## config.mk

```make
export PLATFORM = sky130hd
export DESIGN_NAME = free_list
export DESIGN_NICKNAME = d
export VERILOG_FILES = /design/src/hw/rename_pkg.sv /design/src/hw/free_list.sv
export VERILOG_INCLUDE_DIRS = /design/src /design/src/hw
export SDC_FILE = /design/constraint.sdc
export NUM_CORES = 2
export LEC_CHECK = 0
export ABC_AREA = 1
export BUFFER_PORTS_ARGS = -buffer_cell sky130_fd_sc_hd__buf_2
export CORE_UTILIZATION = 30
export DETAILED_ROUTE_END_ITERATION = 12
export GPL_TIMING_DRIVEN = 0
export PLACE_DENSITY_LB_ADDON = 0.08
export SETUP_SLACK_MARGIN = 0.2
export SLEW_MARGIN = 15
export SYNTH_ARGS = -nofsm -noshare
export SYNTH_HDL_FRONTEND = slang
export SYNTH_SLANG_ARGS = --single-unit
```

## constraint.sdc

```tcl
create_clock -name clock -period 7.1 [get_ports clock]
set_input_delay 0 -clock clock [delete_from_list [all_inputs] [get_ports clock]]
set_output_delay 0 -clock clock [all_outputs]
set_load 0.01 [all_outputs]
```

## src/hw/rename_defines.svh

```systemverilog
/* sizing macros for the rename stage
   include from every file that sizes ports, tables or the free fifo */
`ifndef RENAME_DEFINES_SVH
`define RENAME_DEFINES_SVH

// ========================================
// pipeline widths
// ========================================

// rename slots per dispatch bundle
`define RN_DISPATCH_WIDTH 2

// commit slots retired per cycle
`define RN_COMMIT_WIDTH 2

// ========================================
// register counts
// ========================================

`define RN_ARCH_REGS 32
`define RN_PHYS_REGS 64

// free fifo depth, one entry per non-architectural register
`define RN_FREE_DEPTH (`RN_PHYS_REGS - `RN_ARCH_REGS)

`endif

```

## src/hw/rename_pkg.sv

```systemverilog
/* register index types and the rename / commit slot structs
   shared by the rename tables and the top level */
`include "rename_defines.svh"

package rename_pkg;

    // ========================================
    // register indices
    // ========================================

    // architectural register number
    typedef logic [$clog2(`RN_ARCH_REGS)-1:0] areg_t;

    // physical register number
    typedef logic [$clog2(`RN_PHYS_REGS)-1:0] preg_t;

    // free count, 0 up to the full fifo depth
    typedef logic [$clog2(`RN_FREE_DEPTH+1)-1:0] fcount_t;

    // ========================================
    // slot structs
    // ========================================

    // one instruction entering rename
    typedef struct packed {
        logic  has_dest;
        areg_t dest;
        areg_t src1;
        areg_t src2;
    } rename_req_t;

    // renamed operands, old_pdest goes to the rob
    typedef struct packed {
        preg_t psrc1;
        preg_t psrc2;
        preg_t pdest;
        preg_t old_pdest;
    } rename_rsp_t;

    // one retiring instruction
    typedef struct packed {
        logic  valid;
        areg_t dest;
        preg_t pdest;
    } commit_t;

    // slot 0 is the oldest in every bundle
    typedef rename_req_t [`RN_DISPATCH_WIDTH-1:0] rename_bundle_t;
    typedef rename_rsp_t [`RN_DISPATCH_WIDTH-1:0] rename_result_t;
    typedef commit_t     [`RN_COMMIT_WIDTH-1:0]   commit_bundle_t;

endpackage

```

## src/hw/free_list.sv

```systemverilog
/* circular fifo of free physical registers
   allocates per bundle, takes commit releases at the tail, rebuilds on flush */
`timescale 1ns/10ps
`include "rename_defines.svh"

module free_list (
    input  logic                                        clock,
    input  logic                                        reset,
    // allocation, one bit per slot that wants a register
    input  logic [`RN_DISPATCH_WIDTH-1:0]               alloc_mask_i,
    output logic                                        alloc_ok_o,
    output rename_pkg::preg_t [`RN_DISPATCH_WIDTH-1:0]  alloc_pregs_o,
    // release from the commit path
    input  logic [`RN_COMMIT_WIDTH-1:0]                 release_valid_i,
    input  rename_pkg::preg_t [`RN_COMMIT_WIDTH-1:0]    release_pregs_i,
    // flush rebuild source
    input  logic                                        flush_i,
    input  logic [`RN_PHYS_REGS-1:0]                    held_mask_i,
    output rename_pkg::fcount_t                         free_count_o
);
    import rename_pkg::*;

    typedef logic [$clog2(`RN_FREE_DEPTH)-1:0] fptr_t;

    // ring storage and pointers
    preg_t   fifo [`RN_FREE_DEPTH];
    fptr_t   head;
    fptr_t   tail;
    fcount_t count;

    // per-cycle bookkeeping
    int unsigned n_alloc;
    int unsigned n_take;
    int unsigned n_release;
    fptr_t       rel_addr [`RN_COMMIT_WIDTH];
    fcount_t     next_count;

    // flush image
    preg_t       rebuild_fifo [`RN_FREE_DEPTH];
    int unsigned rebuild_n;

    // wrap a pointer plus offset into the ring
    function automatic fptr_t ptr_add(fptr_t base, int unsigned offs);
        return fptr_t'((32'(base) + offs) % `RN_FREE_DEPTH);
    endfunction

    // ========================================
    // allocation
    // ========================================

    // slot i reads head plus the number of requesting slots before it
    always_comb begin
        int unsigned offs;
        offs = 0;
        for (int i = 0; i < `RN_DISPATCH_WIDTH; i++) begin
            alloc_pregs_o[i] = fifo[ptr_add(head, offs)];
            if (alloc_mask_i[i]) begin
                offs = offs + 1;
            end
        end
        n_alloc = offs;
    end

    // checked against the registered count only
    assign alloc_ok_o = (n_alloc <= 32'(count));
    // mask already carries valid and no-flush, ok completes the grant
    assign n_take = alloc_ok_o ? n_alloc : 0;

    // ========================================
    // release
    // ========================================

    // releases pack at the tail in slot order
    always_comb begin
        int unsigned offs;
        offs = 0;
        for (int j = 0; j < `RN_COMMIT_WIDTH; j++) begin
            rel_addr[j] = ptr_add(tail, offs);
            if (release_valid_i[j]) begin
                offs = offs + 1;
            end
        end
        n_release = offs;
    end

    // count from the traffic, a full ring has head == tail
    assign next_count = fcount_t'(32'(count) + n_release - n_take);

    // unmapped registers in ascending order from entry 0
    always_comb begin
        int unsigned n;
        n = 0;
        for (int e = 0; e < `RN_FREE_DEPTH; e++) begin
            rebuild_fifo[e] = '0;
        end
        for (int p = 0; p < `RN_PHYS_REGS; p++) begin
            if (!held_mask_i[p] && n < `RN_FREE_DEPTH) begin
                rebuild_fifo[n] = preg_t'(p);
                n = n + 1;
            end
        end
        rebuild_n = n;
    end

    // ========================================
    // state update
    // ========================================

    always_ff @(posedge clock or posedge reset) begin
        if (reset) begin
            head  <= '0;
            tail  <= '0;
            count <= fcount_t'(`RN_FREE_DEPTH);
            // registers above the identity map start free
            for (int e = 0; e < `RN_FREE_DEPTH; e++) begin
                fifo[e] <= preg_t'(`RN_ARCH_REGS + e);
            end
        end else if (flush_i) begin
            head  <= '0;
            tail  <= ptr_add('0, rebuild_n);
            count <= fcount_t'(rebuild_n);
            for (int e = 0; e < `RN_FREE_DEPTH; e++) begin
                fifo[e] <= rebuild_fifo[e];
            end
        end else begin
            head  <= ptr_add(head, n_take);
            tail  <= ptr_add(tail, n_release);
            count <= next_count;
            for (int j = 0; j < `RN_COMMIT_WIDTH; j++) begin
                if (release_valid_i[j]) begin
                    fifo[rel_addr[j]] <= release_pregs_i[j];
                end
            end
        end
    end

    assign free_count_o = count;

endmodule

```

==> impl_results.md <==
* Status: complete, but fails checks
* Violated checks: hold timing, capacitance limit, slew limit, setup timing
* Slew HR at -3.25%
* Tmin final at 29.40 ns
* CTS sink count at 208
* Min-Delay Path Class: in2async
* Worst-path maximum fanout at 8
* GPL Wtd Cong at 1.18
* RSZ-0062 raised after global routing: yes
* Period utilization at 414%
* Chip width at 488 um
* Num ports at 102
* Full die area at 238,000 um^2
* Share of cells above drive strength 1 at 21.0%
* DRC violations left at 0
* Mapped Area at 70,700 um^2
* Hold Slack at -0.0102 ns
* Max-capacitance violation count at 1
* Area grow syn2layout at 22.8%
* Final Skew at 0.0339 ns
* Grt total ovfl at 0
* Commonest cells after routing, fill and taps aside: 2,420 x nand2_1, 2,291 x nor2_1, 1,849 x inv_1
* Worst Path Arrival at 29.92 ns
* Final Max Tran Viols at 4
* Flop-to-flop setup slack at 3.15 ns
* Rows at 177
* Seq/Total Area, Yosys at 7.56%
* Crit path largest cell delay at 0.64 ns
* Global-route wire length before repair at 726 mm
* Nets at 14,054
* CTS max path bufs at 3
* Root Buffer: clkbuf_16
* CP bufs+invs at 37
* Post-Syn Nets at 13,279
* Most numerous cell on the critical path: ha_4
* H-tree depth at 1
* Pin count of the biggest net entering global routing at 80
* CORE AREA at 233,000 um^2
* Setup_tns at -4500.51 ns
* CP top delay family: simple AND/OR/NAND/NOR gates
* Peak Freq at 34.0 MHz
* Worst r2r dst: fifo[159]$_DFF_PP0_
* Mean Syn Cell Area at 5.47 um^2
* Final ANT Viol Nets at 0
* Max Used Layer: met5
* Via count at 100,782
* Worst setup margin at -22.30 ns
* Setup violations, final at 203
* CP Launch Type: primary input
* Clk_lat worst skew at 0.60 ns
* CP Class: in2reg
* Starting Density at 30.3%
* Vias per inst at 5.97
* DR pass1 iterations at 8
* Wire length per cell at 32.7 um
* CTS tree: done
* Most common cell after layout, fill and taps aside: nand2_1
* Slowest-stage cell, CP: fa_2
* R2R Path Start: tail[0]$_DFF_PP0_
* Initial DRC count at 13,881
* Met1 wire length at 222 mm
* Crit. End Element: flip-flop
* Num CTS Buffers at 25
* Worst Path Required at 7.62 ns
* R2R cell count at 11
* Worst-Margin Slew at 1.54 ns
* Syn. warnings at 0
* Main flop type after synthesis: dfstp_2
* Number of global-route vias before repair at 90,793
* Yosys reg bits at 208
* Initial antenna violation count at 55
* Post-DP HPWL at 473 mm
* GRT Total Usage at 43.9%
* Post-synth EDFFs at 0
* Final hold viol count at 4
* Clock transition at the registers of the reported paths at 0.07 ns
* Met3 wire len at 59.0 mm
* Met2 wire len at 230 mm
* Post-Synthesis Cells at 12,926
* Port Buffers at 91
* WL final at 551 mm
* Count of different cell masters after synthesis at 94
* Die height at 488 um
* Ys async rst share at 100%
## registers in the layout (all words and copies together) (netlist names)
register	count
head	5
tail	5
free_count_o	6
fifo	192
## Yosys cell counts (24+ instances only)
cell      number  area share (%)
a211oi_1      37            0.39
a21oi_1      588             4.2
a22oi_1       41            0.44
a31oi_1      165             1.5
clkbuf_1     178            0.94
clkinv_1      53            0.28
dfrtp_1       95             3.4
dfstp_2      113             4.2
ha_1         265             4.7
inv_1       1928              10
inv_2        110            0.58
inv_4         29            0.26
nand2_1     2682              14
nand2_2      335             3.0
nand2_4      201             3.2
nand3_1      555             3.9
nand3_2       98             1.4
nand3_4       78             1.9
nand4_1      240             2.1
nor2_1      2348              12
nor2_2        92            0.81
nor2_4        86             1.4
nor3_1       335             2.4
nor4_1       114             1.0
o211ai_1     402             4.3
o21a_1        24            0.25
o21ai_0      890             6.3
o21ai_1       89            0.63
o21ai_2       71            0.88
o22ai_1      162             1.4
o311ai_0      42            0.52
o31ai_1       50            0.53
or2_2         32            0.28
## layer usage
layer  track usage, %  vias up
met1             56.4    49100
met5                0        -
met4             25.7       22
met3             10.8     1209
li1                 -    44226
met2             66.0     6225
## worst register-to-register path, cell delays in order, from the launching register on
cell and delay (ns):
dfrtp_1 0.44, ha_1 0.24, ha_1 0.24, xnor2_1 0.79, inv_1 0.45, nand2_1 0.40, nor2_1 0.08, inv_1 0.11
dlygate4sd3_1 0.77, o211ai_1 0.15, o211ai_1 0.12, nand2_1 0.08
## how the worst max path moves through the flow
stage | from | end | slack, ns | cells after the start
2_1_floorplan | held_mask_i[2] | fifo[66]$_DFF_PP0_ | -21.56 | 216
3_3_place_gp | held_mask_i[2] | free_count_o[2]$_DFF_PP0_ | -29.72 | 219
3_5_place_dp | held_mask_i[2] | free_count_o[2]$_DFF_PP0_ | -30.11 | 223
4_1_cts | held_mask_i[0] | free_count_o[2]$_DFF_PP0_ | -22.91 | 228
5_1_grt | held_mask_i[2] | fifo[144]$_DFF_PP1_ | -23.65 | 235
6_report | held_mask_i[2] | fifo[170]$_DFF_PP0_ | -22.30 | 223
## cells by family (layout without fill, tap and decap cells)
logic type      after synthesis  in the layout  share of synthesized area, %
flops                       208            208                          7.56
xor+xnor                     16             16                         0.256
fa+ha+maj                   270            270                          4.83
compound gates             2704           2704                          23.1
simple gates               7280           7282                          49.6
buf+inv                    2448           3239                          14.7
other cells                   0             21                             0
## layout make-up
cell class / instances / area (um^2)
sequential: 208 / 5350
fill: 26585 / 147000
antenna: 21 / 52.6
clock buffer: 35 / 693
buffer: 273 / 1850
tap: 3132 / 3920
timing repair buffer: 745 / 6030
inverter: 2175 / 8930
clock inverter: 10 / 87.6
timing repair inverter: 1 / 6.26
multi-input combinational: 10272 / 60000
## metrics by stage
step	util, %	cells	cell area, um^2	setup WS (ns)
finish	37.2	16872	86900	-22.30
floorplan	-	12926	72100	-21.56
global placement	32.8	16149	76500	-29.72
global route	37.2	16859	86800	-23.65
detailed placement	33.0	16179	77100	-30.11
CTS	35.0	16490	81800	-22.91
## timing repair
| action | in CTS | in global routing |
|---|---|---|
| buffers inserted | 256 | 356 |
| endpoints found under the hold margin | 117 | 0 |
| pin swaps | 195 | 453 |
| hold buffers | 7 | 0 |
| endpoints found under the setup margin | 203 | 203 |
| gates resized for setup | 408 | 485 |
| cloned | 3 | 5 |
Power is left out: the tool's default activity adds up to more than one toggle a clock period on the data nets, which glitch-free logic cannot reach.
